[src/hw/rp_frontend_pkg.sv]
`default_nettype none

package rp_frontend_pkg;

  ////////////////////
  // adc
  ////////////////////

  localparam int unsigned ADC_CH   = 4;           // channels on the board
  localparam int unsigned ADC_DW   = 14;          // sample width
  localparam int unsigned ADC_PINS = ADC_DW / 2;  // ddr pins per channel, 2 bits each

  ////////////////////
  // pdm
  ////////////////////

  localparam int unsigned PDM_CH = 4;  // slow analog outputs
  localparam int unsigned PDM_DW = 8;  // setting width, full range 256

  ////////////////////
  // expansion
  ////////////////////

  localparam int unsigned EXP_W        = 11;  // pins per side
  localparam int unsigned EXP_TRIG_PIN = 0;   // n out: trigger, p in: ext trigger
  localparam int unsigned EXP_CAN0_PIN = 7;   // n: can0 tx, p: can0 rx
  localparam int unsigned EXP_CAN1_PIN = 6;   // n: can1 tx, p: can1 rx

  ////////////////////
  // reset and sync
  ////////////////////

  localparam int unsigned RST_MAX     = 64;                   // hold after pll lock
  localparam int unsigned RST_CNT_W   = $clog2(RST_MAX + 1);  // hold counter width
  localparam int unsigned SYNC_STAGES = 2;                    // flops per synchronizer

  // raw adc word as it comes off the ddr pins
  // pins[k] = {rise, fall} of pin k, so pin k holds code bits 2k+1 and 2k
  typedef union packed {
    logic [ADC_DW-1:0]        code;  // plain offset code, negative slope
    logic [ADC_PINS-1:0][1:0] pins;  // per pin ddr pair
  } adc_raw_t;

  // converted sample, two's complement
  typedef logic signed [ADC_DW-1:0] adc_sample_t;

endpackage

`default_nettype wire
[src/hw/rp_frontend_top.sv]
`timescale 1ns/1ns
`default_nettype none

module rp_frontend_top (
  input  logic adc_clk_01,    // adc clock, whole design
  input  logic rst_n_i,       // board reset
  input  logic pll_locked_i,
  input  logic spi_done_i,
  // adc pins after iddr
  input  logic [rp_frontend_pkg::ADC_CH-1:0][rp_frontend_pkg::ADC_PINS-1:0] adc_rise_i,
  input  logic [rp_frontend_pkg::ADC_CH-1:0][rp_frontend_pkg::ADC_PINS-1:0] adc_fall_i,
  // pdm settings
  input  logic [rp_frontend_pkg::PDM_CH-1:0][rp_frontend_pkg::PDM_DW-1:0]   pdm_cfg_i,
  // expansion connector
  input  logic [rp_frontend_pkg::EXP_W-1:0] exp_p_in_i,
  input  logic [rp_frontend_pkg::EXP_W-1:0] exp_n_in_i,
  input  logic [rp_frontend_pkg::EXP_W-1:0] exp_p_out_i,
  input  logic [rp_frontend_pkg::EXP_W-1:0] exp_n_out_i,
  input  logic [rp_frontend_pkg::EXP_W-1:0] exp_p_dir_i,
  input  logic [rp_frontend_pkg::EXP_W-1:0] exp_n_dir_i,
  input  logic                              can_on_i,
  input  logic                              trig_out_en_i,
  input  logic                              trig_out_sel_i,
  input  logic                              trig_scope_i,
  input  logic                              trig_asg_i,
  input  logic                              can0_tx_i,
  input  logic                              can1_tx_i,
  // outputs
  output logic                                                   adc_rstn_o,
  output rp_frontend_pkg::adc_sample_t [rp_frontend_pkg::ADC_CH-1:0] adc_dat_o,
  output logic [rp_frontend_pkg::PDM_CH-1:0]                     dac_pdm_o,
  output logic [rp_frontend_pkg::EXP_W-1:0]                      exp_p_o,
  output logic [rp_frontend_pkg::EXP_W-1:0]                      exp_n_o,
  output logic [rp_frontend_pkg::EXP_W-1:0]                      exp_p_oe_o,
  output logic [rp_frontend_pkg::EXP_W-1:0]                      exp_n_oe_o,
  output logic                                                   trig_ext_o,
  output logic                                                   can0_rx_o,
  output logic                                                   can1_rx_o
);

  import rp_frontend_pkg::*;

  logic adc_rstn;  // data path reset for every block below

  ////////////////////
  // reset sequencing
  ////////////////////

  rp_reset_seq i_reset_seq (
    .adc_clk_01   (adc_clk_01  ),
    .rst_n_i      (rst_n_i     ),
    .pll_locked_i (pll_locked_i),
    .spi_done_i   (spi_done_i  ),
    .adc_rstn_o   (adc_rstn    )
  );

  assign adc_rstn_o = adc_rstn;

  // all four channels on adc_clk_01
  for (genvar ch = 0; ch < ADC_CH; ch++) begin : g_adc
    rp_adc_fmt i_adc_fmt (
      .adc_clk_01 (adc_clk_01    ),
      .rst_n_i    (adc_rstn      ),
      .dat_rise_i (adc_rise_i[ch]),
      .dat_fall_i (adc_fall_i[ch]),
      .dat_o      (adc_dat_o[ch] )
    );
  end

  rp_pdm i_pdm (
    .adc_clk_01 (adc_clk_01),
    .rst_n_i    (adc_rstn  ),
    .cfg_i      (pdm_cfg_i ),
    .pdm_o      (dac_pdm_o )
  );

  rp_exp_pins i_exp_pins (
    .adc_clk_01     (adc_clk_01    ),
    .rst_n_i        (adc_rstn      ),
    .exp_p_in_i     (exp_p_in_i    ),
    .exp_n_in_i     (exp_n_in_i    ),
    .exp_p_out_i    (exp_p_out_i   ),
    .exp_n_out_i    (exp_n_out_i   ),
    .exp_p_dir_i    (exp_p_dir_i   ),
    .exp_n_dir_i    (exp_n_dir_i   ),
    .can_on_i       (can_on_i      ),
    .trig_out_en_i  (trig_out_en_i ),
    .trig_out_sel_i (trig_out_sel_i),
    .trig_scope_i   (trig_scope_i  ),
    .trig_asg_i     (trig_asg_i    ),
    .can0_tx_i      (can0_tx_i     ),
    .can1_tx_i      (can1_tx_i     ),
    .exp_p_o        (exp_p_o       ),
    .exp_n_o        (exp_n_o       ),
    .exp_p_oe_o     (exp_p_oe_o    ),
    .exp_n_oe_o     (exp_n_oe_o    ),
    .trig_ext_o     (trig_ext_o    ),
    .can0_rx_o      (can0_rx_o     ),
    .can1_rx_o      (can1_rx_o     )
  );

endmodule

`default_nettype wire

[src/hw/rp_exp_pins.sv]
`timescale 1ns/1ns
`default_nettype none

module rp_exp_pins (
  input  logic                              adc_clk_01,      // adc clock
  input  logic                              rst_n_i,         // data path reset
  // pad side
  input  logic [rp_frontend_pkg::EXP_W-1:0] exp_p_in_i,      // p pad inputs
  input  logic [rp_frontend_pkg::EXP_W-1:0] exp_n_in_i,      // n pad inputs, no alt use
  // gpio settings
  input  logic [rp_frontend_pkg::EXP_W-1:0] exp_p_out_i,
  input  logic [rp_frontend_pkg::EXP_W-1:0] exp_n_out_i,
  input  logic [rp_frontend_pkg::EXP_W-1:0] exp_p_dir_i,     // 1 = output
  input  logic [rp_frontend_pkg::EXP_W-1:0] exp_n_dir_i,
  // alternate functions
  input  logic                              can_on_i,        // can owns pins 7 and 6
  input  logic                              trig_out_en_i,   // trigger owns n pin 0
  input  logic                              trig_out_sel_i,  // 1 = asg, 0 = scope
  input  logic                              trig_scope_i,
  input  logic                              trig_asg_i,
  input  logic                              can0_tx_i,
  input  logic                              can1_tx_i,
  // to pads
  output logic [rp_frontend_pkg::EXP_W-1:0] exp_p_o,
  output logic [rp_frontend_pkg::EXP_W-1:0] exp_n_o,
  output logic [rp_frontend_pkg::EXP_W-1:0] exp_p_oe_o,
  output logic [rp_frontend_pkg::EXP_W-1:0] exp_n_oe_o,
  // synchronized inputs
  output logic                              trig_ext_o,
  output logic                              can0_rx_o,
  output logic                              can1_rx_o
);

  import rp_frontend_pkg::*;

  logic [EXP_W-1:0]             n_alt;      // n pins taken by an alt function
  logic [EXP_W-1:0]             n_alt_dat;  // alt drive values
  logic                         trig_out;
  logic [2:0]                   sync_d;     // {can1 rx, can0 rx, trig}
  logic [SYNC_STAGES-1:0][2:0]  sync_q;

  ////////////////////
  // output mux
  ////////////////////

  assign trig_out = trig_out_sel_i ? trig_asg_i : trig_scope_i;

  always_comb begin
    n_alt     = '0;
    n_alt_dat = '0;
    n_alt[EXP_TRIG_PIN]     = trig_out_en_i;
    n_alt_dat[EXP_TRIG_PIN] = trig_out;
    n_alt[EXP_CAN0_PIN]     = can_on_i;
    n_alt_dat[EXP_CAN0_PIN] = can0_tx_i;
    n_alt[EXP_CAN1_PIN]     = can_on_i;
    n_alt_dat[EXP_CAN1_PIN] = can1_tx_i;
  end

  assign exp_p_o    = exp_p_out_i;  // no alt on p side
  assign exp_p_oe_o = exp_p_dir_i;
  assign exp_n_o    = (n_alt & n_alt_dat) | (~n_alt & exp_n_out_i);
  assign exp_n_oe_o = n_alt | exp_n_dir_i;  // alt pins always drive

  ////////////////////
  // input sync
  ////////////////////

  // can rx gated before the sync, so it reads low with can off
  assign sync_d = {can_on_i & exp_p_in_i[EXP_CAN1_PIN],
                   can_on_i & exp_p_in_i[EXP_CAN0_PIN],
                   exp_p_in_i[EXP_TRIG_PIN]};

  always_ff @(posedge adc_clk_01 or negedge rst_n_i) begin
    if (!rst_n_i) begin
      sync_q <= '0;
    end else begin
      sync_q <= {sync_q[SYNC_STAGES-2:0], sync_d};
    end
  end

  assign trig_ext_o = sync_q[SYNC_STAGES-1][0];
  assign can0_rx_o  = sync_q[SYNC_STAGES-1][1];
  assign can1_rx_o  = sync_q[SYNC_STAGES-1][2];

  // alt function enables force the pad driver on
  a_alt_oe: assert property (@(posedge adc_clk_01) disable iff (!rst_n_i)
    (!trig_out_en_i || exp_n_oe_o[EXP_TRIG_PIN]) &&
    (!can_on_i || (exp_n_oe_o[EXP_CAN0_PIN] && exp_n_oe_o[EXP_CAN1_PIN])));

endmodule

`default_nettype wire

[src/hw/rp_pdm.sv]
`timescale 1ns/1ns
`default_nettype none

module rp_pdm (
  input  logic adc_clk_01,  // adc clock
  input  logic rst_n_i,     // data path reset
  // per channel density, ones per 256 cycles
  input  logic [rp_frontend_pkg::PDM_CH-1:0][rp_frontend_pkg::PDM_DW-1:0] cfg_i,
  output logic [rp_frontend_pkg::PDM_CH-1:0]                              pdm_o
);

  import rp_frontend_pkg::*;

  logic [PDM_CH-1:0][PDM_DW-1:0] acc;  // sigma-delta accumulators
  logic [PDM_CH-1:0][PDM_DW:0]   sum;  // acc + setting, carry on top

  ////////////////////
  // first order loop
  ////////////////////

  always_comb begin
    for (int i = 0; i < PDM_CH; i++) begin
      sum[i] = {1'b0, acc[i]} + {1'b0, cfg_i[i]};
    end
  end

  // wraps at 256, the carry is the pulse
  always_ff @(posedge adc_clk_01 or negedge rst_n_i) begin
    if (!rst_n_i) begin
      acc   <= '0;
      pdm_o <= '0;
    end else begin
      for (int i = 0; i < PDM_CH; i++) begin
        acc[i]   <= sum[i][PDM_DW-1:0];
        pdm_o[i] <= sum[i][PDM_DW];  // registered carry
      end
    end
  end

  // zero setting can never produce a carry
  for (genvar gi = 0; gi < PDM_CH; gi++) begin : g_chk
    a_zero_quiet: assert property (@(posedge adc_clk_01) disable iff (!rst_n_i)
      (cfg_i[gi] == '0) |=> !pdm_o[gi]);
  end

endmodule

`default_nettype wire

[src/hw/rp_adc_fmt.sv]
`timescale 1ns/1ns
`default_nettype none

module rp_adc_fmt (
  input  logic                                 adc_clk_01,  // adc clock
  input  logic                                 rst_n_i,     // data path reset
  input  logic [rp_frontend_pkg::ADC_PINS-1:0] dat_rise_i,  // iddr rising edge bits
  input  logic [rp_frontend_pkg::ADC_PINS-1:0] dat_fall_i,  // iddr falling edge bits
  output rp_frontend_pkg::adc_sample_t         dat_o        // two's complement sample
);

  import rp_frontend_pkg::*;

  adc_raw_t    raw_d;   // assembled word
  adc_raw_t    raw_q;   // capture stage
  adc_sample_t conv_q;  // convert stage

  ////////////////////
  // ddr assembly
  ////////////////////

  // fall bit is the even code bit, rise bit the odd one
  always_comb begin
    for (int k = 0; k < ADC_PINS; k++) begin
      raw_d.pins[k] = {dat_rise_i[k], dat_fall_i[k]};
    end
  end

  // register to register point right after the pins
  always_ff @(posedge adc_clk_01) begin
    raw_q <= raw_d;
  end

  ////////////////////
  // code conversion
  ////////////////////

  // negative slope offset code to two's complement
  // msb kept, magnitude bits flipped
  always_ff @(posedge adc_clk_01) begin
    conv_q <= {raw_q.code[ADC_DW-1], ~raw_q.code[ADC_DW-2:0]};
  end

  // output stage, zero while held in reset
  always_ff @(posedge adc_clk_01 or negedge rst_n_i) begin
    if (!rst_n_i) begin
      dat_o <= '0;
    end else begin
      dat_o <= conv_q;
    end
  end

  // pipeline filled from the pins by the time reset lifts
  a_no_x: assert property (@(posedge adc_clk_01) disable iff (!rst_n_i)
    !$isunknown(dat_o));

endmodule

`default_nettype wire

[src/hw/rp_reset_seq.sv]
`timescale 1ns/1ns
`default_nettype none

module rp_reset_seq (
  input  logic adc_clk_01,    // adc clock
  input  logic rst_n_i,       // board reset
  input  logic pll_locked_i,  // pll lock status
  input  logic spi_done_i,    // adc setup over spi finished
  output logic adc_rstn_o     // data path reset, active low
);

  import rp_frontend_pkg::*;

  logic [SYNC_STAGES-1:0] done_sync;  // setup done synchronizer chain
  logic                   done_adc;   // setup done in adc domain
  logic                   lock_q;     // lock delayed one cycle
  logic                   lock_edge;  // registered rising edge of lock
  logic [RST_CNT_W-1:0]   hold_cnt;   // cycles since lock edge
  logic                   hold;

  ////////////////////
  // setup done sync
  ////////////////////

  always_ff @(posedge adc_clk_01 or negedge rst_n_i) begin
    if (!rst_n_i) begin
      done_sync <= '0;
    end else begin
      done_sync <= {done_sync[SYNC_STAGES-2:0], spi_done_i};  // shift in at bit 0
    end
  end

  assign done_adc = done_sync[SYNC_STAGES-1];

  ////////////////////
  // lock hold window
  ////////////////////

  always_ff @(posedge adc_clk_01 or negedge rst_n_i) begin
    if (!rst_n_i) begin
      lock_q    <= 1'b0;
      lock_edge <= 1'b0;
    end else begin
      lock_q    <= pll_locked_i;
      lock_edge <= pll_locked_i & ~lock_q;  // one pulse per lock
    end
  end

  // counter starts the cycle after the edge pulse, runs 1..RST_MAX
  always_ff @(posedge adc_clk_01 or negedge rst_n_i) begin
    if (!rst_n_i) begin
      hold_cnt <= '0;
    end else if (!pll_locked_i) begin
      hold_cnt <= '0;  // lost lock, start over on next edge
    end else if (lock_edge || (hold_cnt != '0)) begin
      if (hold_cnt < RST_MAX) begin
        hold_cnt <= hold_cnt + 1'b1;
      end else begin
        hold_cnt <= '0;  // window over
      end
    end
  end

  // edge pulse covers the cycle before the counter goes nonzero
  assign hold = lock_edge | (hold_cnt != '0);

  always_ff @(posedge adc_clk_01 or negedge rst_n_i) begin
    if (!rst_n_i) begin
      adc_rstn_o <= 1'b0;
    end else begin
      adc_rstn_o <= done_adc & ~hold & lock_q & pll_locked_i;  // lock_q masks edge cycle
    end
  end

  // counter never leaves the window
  a_hold_max: assert property (@(posedge adc_clk_01) disable iff (!rst_n_i)
    hold_cnt <= RST_MAX);

  // a fresh lock keeps the data path in reset for the full hold
  a_hold_len: assert property (@(posedge adc_clk_01) disable iff (!rst_n_i)
    lock_edge |=> !adc_rstn_o [*(RST_MAX + 1)]);

endmodule

`default_nettype wire

[config.mk]
export PLATFORM = sky130hd
export DESIGN_NAME = rp_frontend_top
export DESIGN_NICKNAME = d
export VERILOG_FILES = /design/src/hw/rp_frontend_pkg.sv /design/src/hw/rp_frontend_top.sv /design/src/hw/rp_exp_pins.sv /design/src/hw/rp_pdm.sv /design/src/hw/rp_adc_fmt.sv /design/src/hw/rp_reset_seq.sv
export SDC_FILE = /design/constraint.sdc
export NUM_CORES = 1
export LEC_CHECK = 0
export ABC_AREA = 1
export BUFFER_PORTS_ARGS = -buffer_cell sky130_fd_sc_hd__buf_4
export CELL_PAD_IN_SITES_DETAIL_PLACEMENT = 0
export CELL_PAD_IN_SITES_GLOBAL_PLACEMENT = 2
export CORE_ASPECT_RATIO = 0.75
export CORE_UTILIZATION = 30
export CTS_CLUSTER_DIAMETER = 60
export DETAILED_ROUTE_END_ITERATION = 8
export GPL_TIMING_DRIVEN = 0
export HOLD_SLACK_MARGIN = 0.05
export PLACE_DENSITY_LB_ADDON = 0.08
export SYNTH_ARGS = -nofsm -noshare
export SYNTH_HDL_FRONTEND = slang
export SYNTH_SLANG_ARGS = --single-unit
[constraint.sdc]
create_clock -name adc_clk_01 -period 4 [get_ports adc_clk_01]
set_input_delay 1 -clock adc_clk_01 [delete_from_list [all_inputs] [get_ports adc_clk_01]]
set_output_delay 1 -clock adc_clk_01 [all_outputs]
set_load 0.01 [all_outputs]
# Word level (Yosys, flattened, before mapping)
# Index checks and enable logic that the tools add are counted.
# word_totals
wordCells,55
in_bits,165
regBits,222
output_inout_bits,108
# op_classes
magnitude_cmp,1
addsub,5
muxes,4
n_bitwise,18
n_reduce_logical,2
n_eq_ne,1
# ops
operator,n
$not 13->13,4
$add 8x8->9,4
$mux 7,3
$and 11x11->11,1
$not 8->11,1
$or 11x11->11,1
$or 8x11->11,1
$and 8x8->8,1
$add 7x1->7 const B,1
$lt 7x7->1 const B,1
$reduce_bool 7->1,1
$and 1x1->1,6
$ne 2x1->1 const B,1
$not 1->1,2
$logic_or 1x1->1,1
$mux 1,1
$or 1x1->1,1

# Logic depth before layout (Yosys ltp)
# Gate-level depths: netlist (run 1).
# logic_depth
ltp_word,6
mapped_depth,8
ltp_nobuf,8

# Modules after synthesis
# From an unflattened synthesis (run 1), not the netlist that was laid out.
# unflattened
cells_unflattened,629
area_unflattened_um2,7309.5
# modules_own_cells
mod,seq_area_each_um2,cells_each,instances,area_each_um2
rp_adc_fmt,910.9,55,4,959.7
rp_pdm,900.9,278,1,2362.3
rp_reset_seq,300.3,64,1,578.1
rp_exp_pins,150.1,67,1,530.5

# Worst setup path before layout (run 1)
# No wires, ideal clock.
# synth_path
path_kind,reg-to-output
start,register i_reset_seq.adc_rstn_o
end,output adc_rstn_o
required_ps,3000
stages_incl_launch_ff,1
slack_ps,533
path_buffers,0
arrival_time_ps,2467
path_cell_list,dfrtp_1
# synth_rtl
element,line,source
"start, declared",rp_reset_seq.sv:9,output logic adc_rstn_o
"start signal, assigned",rp_reset_seq.sv:71,adc_rstn_o <= done_adc & ~hold & lock_q & pll_locked_i;
"end, declared",rp_frontend_top.sv:29,"output logic adc_rstn_o,"
# No word-level cell between the ends.

# Final worst setup path (run 1)
# layout_path
start,register i_reset_seq.adc_rstn_o
end,output adc_rstn_o
# No word-level cell between the ends.

==> run_results.csv, run 1 <==
group,metric,value,unit
clock_tree,hold_buffers,0,
outcome,status,"complete, no violations",
layout,final_area,10000,µm²
clock_tree,clk_pin_slew,0.06,ns
sta,clock_skew,0.0239,ns
worst_setup_path,crit_path_max_incr_delay,0.91,ns
route,vias_per_cell,3.88,
synth,synthTopCellsByArea,"dfrtp_1 38%, dfxtp_1 31%, inv_1 6.0%, nand2_1 6.0%, ha_1 5.9%",
layout,drive_above_1_share,0.351,
floorplan,ios,273,
synth,synth_cells,622,
worst_setup_path,critPathMaxFanout,53,
worst_setup_path,endpoint_kind,"output port",
worst_setup_path,critical_path.cell_chain,"buf_4",
route,routed_wl,14.1,mm
clock_tree,cts_buffers,24,
clock_tree,clock_path_buffers,3,
worst_setup_path,critical_path.endpoint,"adc_rstn_o",
route,drc,0,
min_path,hp-class,"in -> async",
global_route,grt_pass1_wl,23.0,mm
job,maxCapViolCount,0,
layout,final_nets,1067,
sta,fin_crit_sh,0.681,
floorplan,core_area,23300,µm²
clock_tree,cts_sinks,222,
power,vdd_drop_max,0.304,mV
synth,synth_fa_ha_area_frac,0.0702,
sta,min_period,2.72,ns
global_route,grt_overflow_total,0,
synth,yosys.area_share.simple,0.102,
synth,synthXorXnorAreaFrac,0.0146,
synth,synth_area,7200,µm²
worst_setup_path,critPathBufInv,1,
placed_design,portBuffers,215,
sta,fin_ws,1.28,ns
synth,syn_avg_cell_area,11.6,µm²
route,drt_pass1_iterations,4,
global_route,grt_max_degree,54,
global_route,grt_antenna_before_repair,0,
route,routedWlPerCell,11.9,µm
worst_setup_path,r2r_setup_slack,2.49,ns
synth,ys_types,25,
global_route,grt_pass1_vias,4739,
worst_setup_path,worstSetupStartpointType,"register",
worst_setup_path,r2r_cells,6,
power,clockPowerShare,0.350,
floorplan,die_area,24600,µm²
placed_design,dpl-instance-area,9220,µm²
worst_setup_path,reg2reg_to,"i_pdm.pdm_o[0]$_DFF_PN0_",
worst_setup_path,arrival,1.72,ns
placed_design,post-place-ws,1.42,ns
synth,yosysTopAreaCell,"dfrtp_1",
worst_setup_path,path_depth,1,
worst_setup_path,r2r_start,"i_pdm.acc[0]$_DFF_PN0_",
power,powerDensity,623,nW/µm²
floorplan,num_rows,48,
layout,fill_cells,2261,
power,switching_share,0.291,
layout,synthToLayoutAreaGrowth,39.4,%
power,p_switching,0.00182,W
synth,ys_seq_area_frac,0.694,
power,p_leak,5.39,nW
route,final_antenna_net_count,0,
synth,synth_compound_area_frac,0.0158,
floorplan,die_w,181,µm
worst_setup_path,criticalPathCategory,"reg -> out",
synth,synth_top_family_by_area,"simple AND/OR/NAND/NOR gates",
layout,diodes,0,
synth,synthMuxAreaShare,0.00313,
power,cell_internal_pwr,0.00443,W
sta,maxSlewViolCount,0,
sta,worstMarginPinSlew,0.765,ns
sta,hold_viol_final,0,
clock_tree,h-tree-depth,1,
worst_setup_path,path_delay_family,"flip-flops",
sta,setup_violations,0,
worst_setup_path,startpoint,"i_reset_seq.adc_rstn_o$_DFF_PN0_",
sta,rsz0062_at_grt,"false",
route,drt-initial-drc-count,127,
route,vias,4592,
power,pwr-share-seq,0.424,
placed_design,hpwl,10.4,mm
clock_tree,post_cts_resize_count,0,
worst_setup_path,required,3.00,ns
sta,fmax,367,MHz
synth,yosys.area.top_type_share,0.382,
power,power_frac_comb,0.226,
clock_tree,insertion_delay,0.52,ns
clock_tree,cts_tree,"built",
placed_design,place.gp.congestion,0.753,
synth,synth_fp_nets,825,
clock_tree,post_cts_buffers,0,
floorplan,die_h,136,µm
global_route,grt_usage,0.117,
floorplan,initial_core_util,0.309,
sta,max_slew_margin,0.490,
synth,synth-seq-cells,222,
worst_setup_path,critPathSlowestCell,"dfrtp_4",
synth,yosysWarnings,0,
clock_tree,cts-root-buf,"clkbuf_16",
[routing by layer]
| layer | global-route usage | routed length, µm | vias up |
|---|---|---|---|
| met5 | 0 | 0 | - |
| met4 | 0.0380 | 364 | 0 |
| met3 | 0.0619 | 1740 | 25 |
| met2 | 0.180 | 6060 | 181 |
| met1 | 0.140 | 5960 | 2049 |
| li1 | - | - | 2337 |
[worst register-to-register path, delay by kind of cell, from the launching register on]
family	cells	cell delay, ns
AND/OR/NAND/NOR	4	0.39
adder cells (fa/ha/maj)	2	0.64
flip-flops	1	0.36
[synth_stat cells, drive strengths merged]
cell type,instances
a21oi,17
a31oi,1
buf,38
dfrtp,110
dfxtp,112
fa,4
ha,34
inv,117
mux2,2
nand2,116
nand3,28
nand3b,1
nand4,5
nor2,14
nor3,2
nor4,1
o21a,1
o21ai,3
or2,4
xnor2,4
xor2,8
[cell usage in the layout (no fill, tap or decap), drive strengths merged, types with 2 or more instances in the layout]
| master | netlist | layout |
|---|---|---|
| buf | 38 | 254 |
| inv | 117 | 121 |
| nand2 | 116 | 116 |
| dfxtp | 112 | 112 |
| dfrtp | 110 | 110 |
| ha | 34 | 34 |
| clkbuf | 0 | 31 |
| nand3 | 28 | 28 |
| a21oi | 17 | 17 |
| nor2 | 14 | 14 |
| xor2 | 8 | 8 |
| clkinv | 0 | 8 |
| nand4 | 5 | 5 |
| xnor2 | 4 | 4 |
| or2 | 4 | 4 |
| fa | 4 | 4 |
| o21ai | 3 | 3 |
| mux2 | 2 | 2 |
| nor3 | 2 | 2 |
[power by group through the flow]
stage / Sequential, W / Combinational, W / Clock, W
2_1_floorplan: 0.00270 / 0.000969 / 0
3_3_place_gp: 0.00271 / 0.00139 / 0
3_5_place_dp: 0.00270 / 0.00143 / 0
4_1_cts: 0.00266 / 0.00144 / 0.00226
5_1_grt: 0.00269 / 0.00165 / 0.00236
6_report: 0.00265 / 0.00141 / 0.00219
[stage by stage]
step                std cells  power [W]  utilization  setup TNS (ns)  hold slack [ns]
floorplan                 622    0.00367            -               0            0.310
global placement         1137    0.00409        0.394          -71.62            0.311
detailed placement       1138    0.00413        0.396               0            0.317
CTS                      1182    0.00636        0.431               0            0.287
global route             1182    0.00670        0.431               0            0.289
finish                   1182    0.00625        0.431               0            0.303
[worst min-delay path by stage]
stage | startpoint | endpoint | slack (ns)
2_1_floorplan | g_adc[0].i_adc_fmt.raw_q[13]$_DFF_P_ | g_adc[0].i_adc_fmt.conv_q[13]$_DFF_P_ | 0.31
3_3_place_gp | g_adc[1].i_adc_fmt.raw_q[13]$_DFF_P_ | g_adc[1].i_adc_fmt.conv_q[13]$_DFF_P_ | 0.31
3_5_place_dp | g_adc[1].i_adc_fmt.raw_q[13]$_DFF_P_ | g_adc[1].i_adc_fmt.conv_q[13]$_DFF_P_ | 0.32
4_1_cts | rst_n_i | i_reset_seq.done_sync[1]$_DFF_PN0_ | 0.29
5_1_grt | rst_n_i | i_reset_seq.done_sync[0]$_DFF_PN0_ | 0.29
6_report | rst_n_i | i_reset_seq.done_sync[0]$_DFF_PN0_ | 0.30
[state kept, by name, indices dropped and copies added, names as in the netlist]
register                count
i_exp_pins.trig_ext_o       1
i_reset_seq.lock_edge       1
i_pdm.pdm_o                 4
i_reset_seq.lock_q          1
i_reset_seq.hold_cnt        7
g_adc.i_adc_fmt.conv_q     56
i_pdm.acc                  32
g_adc.i_adc_fmt.raw_q      56
i_exp_pins.can0_rx_o        1
g_adc.i_adc_fmt.dat_o      56
i_reset_seq.adc_rstn_o      1
i_reset_seq.done_sync       2
i_exp_pins.can1_rx_o        1
i_exp_pins.sync_q           3
[cells by family (layout without fill, tap and decap cells)]
group | after synthesis | count (layout)
flip-flops | 222 | 222
buffers and inverters | 155 | 415
AND/OR/NAND/NOR | 171 | 171
XOR/XNOR | 12 | 12
adder cells (fa/ha/maj) | 38 | 38
multiplexers | 2 | 2
AO/OA/AOI/OAI | 22 | 22
[final cells by class]
| cell class | instances | area (µm²) | area share |
|---|---|---|---|
| buffer | 38 | 285 | 0.0284 |
| multi-input combinational | 245 | 1480 | 0.148 |
| clock inverter | 13 | 116 | 0.0116 |
| inverter | 117 | 439 | 0.0438 |
| tap | 300 | 375 | 0.0374 |
| sequential | 222 | 5000 | 0.498 |
| timing repair buffer | 216 | 1640 | 0.164 |
| clock buffer | 31 | 698 | 0.0696 |
(Power assumes the default switching activity.)
==> run 2, diff against run 1 <==
==> constraint.sdc (replaced) <==
create_clock -name adc_clk_01 -period 2.6 [get_ports adc_clk_01]
set_input_delay 0.65 -clock adc_clk_01 [delete_from_list [all_inputs] [get_ports adc_clk_01]]
set_output_delay 0.65 -clock adc_clk_01 [all_outputs]
set_load 0.01 [all_outputs]
==> run_results.csv, run 2 (synthesis results as in run 1) <==
group,metric,value,unit
power,powerDensity,947,nW/µm²
route,routed_wl,14.4,mm
placed_design,dpl-instance-area,9220,µm²
clock_tree,cts-root-buf,"clkbuf_16",
sta,max_slew_margin,0.734,
sta,rsz0062_at_grt,"false",
clock_tree,insertion_delay,0.51,ns
worst_setup_path,worstSetupStartpointType,"register",
power,p_total,0.00947,W
worst_setup_path,required,1.95,ns
power,vdd_drop_max,0.409,mV
global_route,grt_antenna_before_repair,0,
power,p_leak,5.36,nW
sta,clock_skew,0.00669,ns
sta,setup_violations,0,
clock_tree,post_cts_resize_count,0,
floorplan,num_rows,48,
global_route,grt_max_degree,57,
route,routedWlPerCell,12.2,µm
floorplan,die_w,181,µm
layout,final_cell_count_no_fill,1182,
worst_setup_path,startpoint,"i_reset_seq.adc_rstn_o$_DFF_PN0_",
placed_design,dp_cells,1138,
layout,drive_above_1_share,0.347,
worst_setup_path,criticalPathCategory,"reg -> out",
floorplan,core_area,23300,µm²
clock_tree,h-tree-depth,1,
global_route,grt_usage,0.118,
global_route,grt_overflow_total,0,
clock_tree,cts_buffers,23,
clock_tree,cts_sinks,222,
sta,fin_ws,0.202,ns
sta,min_period,2.40,ns
outcome,status,"complete, no violations",
clock_tree,clock_path_buffers,3,
layout,final_common_cell,"buf_4",
layout,diodes,0,
clock_tree,cts_tree,"built",
sta,maxSlewViolCount,0,
layout,final_nets,1068,
floorplan,die_h,136,µm
sta,fin_tns_setup,0,ns
layout,reg.largest.list,"g_adc.i_adc_fmt.conv_q: 56 flops, g_adc.i_adc_fmt.dat_o: 56 flops, g_adc.i_adc_fmt.raw_q: 56 flops",
placed_design,place.gp.congestion,0.751,
clock_tree,clk_pin_slew,0.06,ns
worst_setup_path,arrival,1.75,ns
route,drc,0,
floorplan,ios,273,
global_route,grt_pass1_vias,4568,
layout,layout_common_cells,"253 x buf_4, 116 x inv_1, 116 x nand2_1",
placed_design,hpwl,10.6,mm
placed_design,portBuffers,215,
layout,final_area,10000,µm²
route,vias,4585,
sta,hold_viol_final,0,
min_path,worstHoldStart,"adc_rise_i[6]",
job,maxCapViolCount,0,
route,final_antenna_net_count,0,
worst_setup_path,r2r_start,"i_pdm.acc[8]$_DFF_PN0_",
sta,fin_crit_sh,0.922,
layout,synthToLayoutAreaGrowth,38.9,%
route,drt-initial-drc-count,123,
route,vias_per_cell,3.88,
min_path,hp-class,"in -> reg",
sta,worstMarginPinSlew,0.399,ns
sta,fmax,417,MHz
worst_setup_path,endpoint_kind,"output port",
route,drt_pass1_iterations,4,
global_route,grt_pass1_wl,22.9,mm
layout,fill_cells,2249,
placed_design,post-place-ws,0.453,ns
worst_setup_path,critPathMaxFanout,56,
floorplan,initial_core_util,0.309,
floorplan,die_area,24600,µm²
## run 2: cell count changes in the layout (fill, tap and decap cells not counted)
cell / delta
clkbuf_1: +3
clkinv_2: +1
clkinv_4: -3
inv_4: -2
clkbuf_16: -2
inv_8: -1
inv_16: +1
dlygate4sd3_1: +1
clkinvlp_4: +3
buf_12: +1
clkbuf_8: -1
bufinv_16: +1
inv_6: -1
clkinv_16: -1
## run 2: cell type report
type | instances | area (µm²) | area share
Buffer | 38 | 285 | 0.0285
Clock buffer | 31 | 646 | 0.0645
Clock inverter | 11 | 105 | 0.0105
Inverter | 117 | 439 | 0.0439
Multi-Input combinational cell | 245 | 1480 | 0.148
Sequential cell | 222 | 5000 | 0.500
Tap cell | 300 | 375 | 0.0375
Timing Repair Buffer | 218 | 1670 | 0.167
## run 2: path summary, 6_finish.rpt
check / to / slack [ns] / cells after the start
setup / recovery: adc_rstn_o / 0.20 / 2
hold / removal: g_adc[0].i_adc_fmt.raw_q[13]$_DFF_P_ / 0.24 / 1
setup reg to reg: i_pdm.pdm_o[1]$_DFF_PN0_ / 1.11 / 6
hold reg to reg: i_pdm.acc[12]$_DFF_PN0_ / 0.26 / 0
max in group asynchronous: i_pdm.acc[29]$_DFF_PN0_ / 1.71 / 1
min in group asynchronous: i_pdm.acc[12]$_DFF_PN0_ / 0.26 / 0
## run 2: repair_timing
item                       4_1_cts  5_1_grt
hold endpoints to repair        12        0
hold buffers                     1        0
setup endpoints to repair        1        0
setup buffers                    1        0
## run 2: critical path: stages (launching register included)
cell     delay, ns
dfrtp_4       0.67
buf_16        0.33
buf_4         0.19
## run 2: power by group
| part | switching, W | internal (W) |
|---|---|---|
| Sequential | 0.000168 | 0.00389 |
| Clock | 0.00135 | 0.00186 |
| Combinational | 0.00121 | 0.000996 |
| Total | 0.00273 | 0.00675 |
## run 2: through the flow
step                hold slack (ns)   util
floorplan                     0.310      -
global placement              0.311  0.394
detailed placement            0.313  0.396
CTS                           0.207  0.429
global route                  0.196  0.429
finish                        0.237  0.429
## run 2: routing by layer
| layer | track usage | vias to the layer above | wire, µm |
|---|---|---|---|
| met5 | 0 | - | 0 |
| met3 | 0.0662 | 22 | 1890 |
| met1 | 0.144 | 2057 | 6050 |
| li1 | - | 2339 | - |
| met2 | 0.175 | 167 | 6150 |
| met4 | 0.0361 | 0 | 335 |
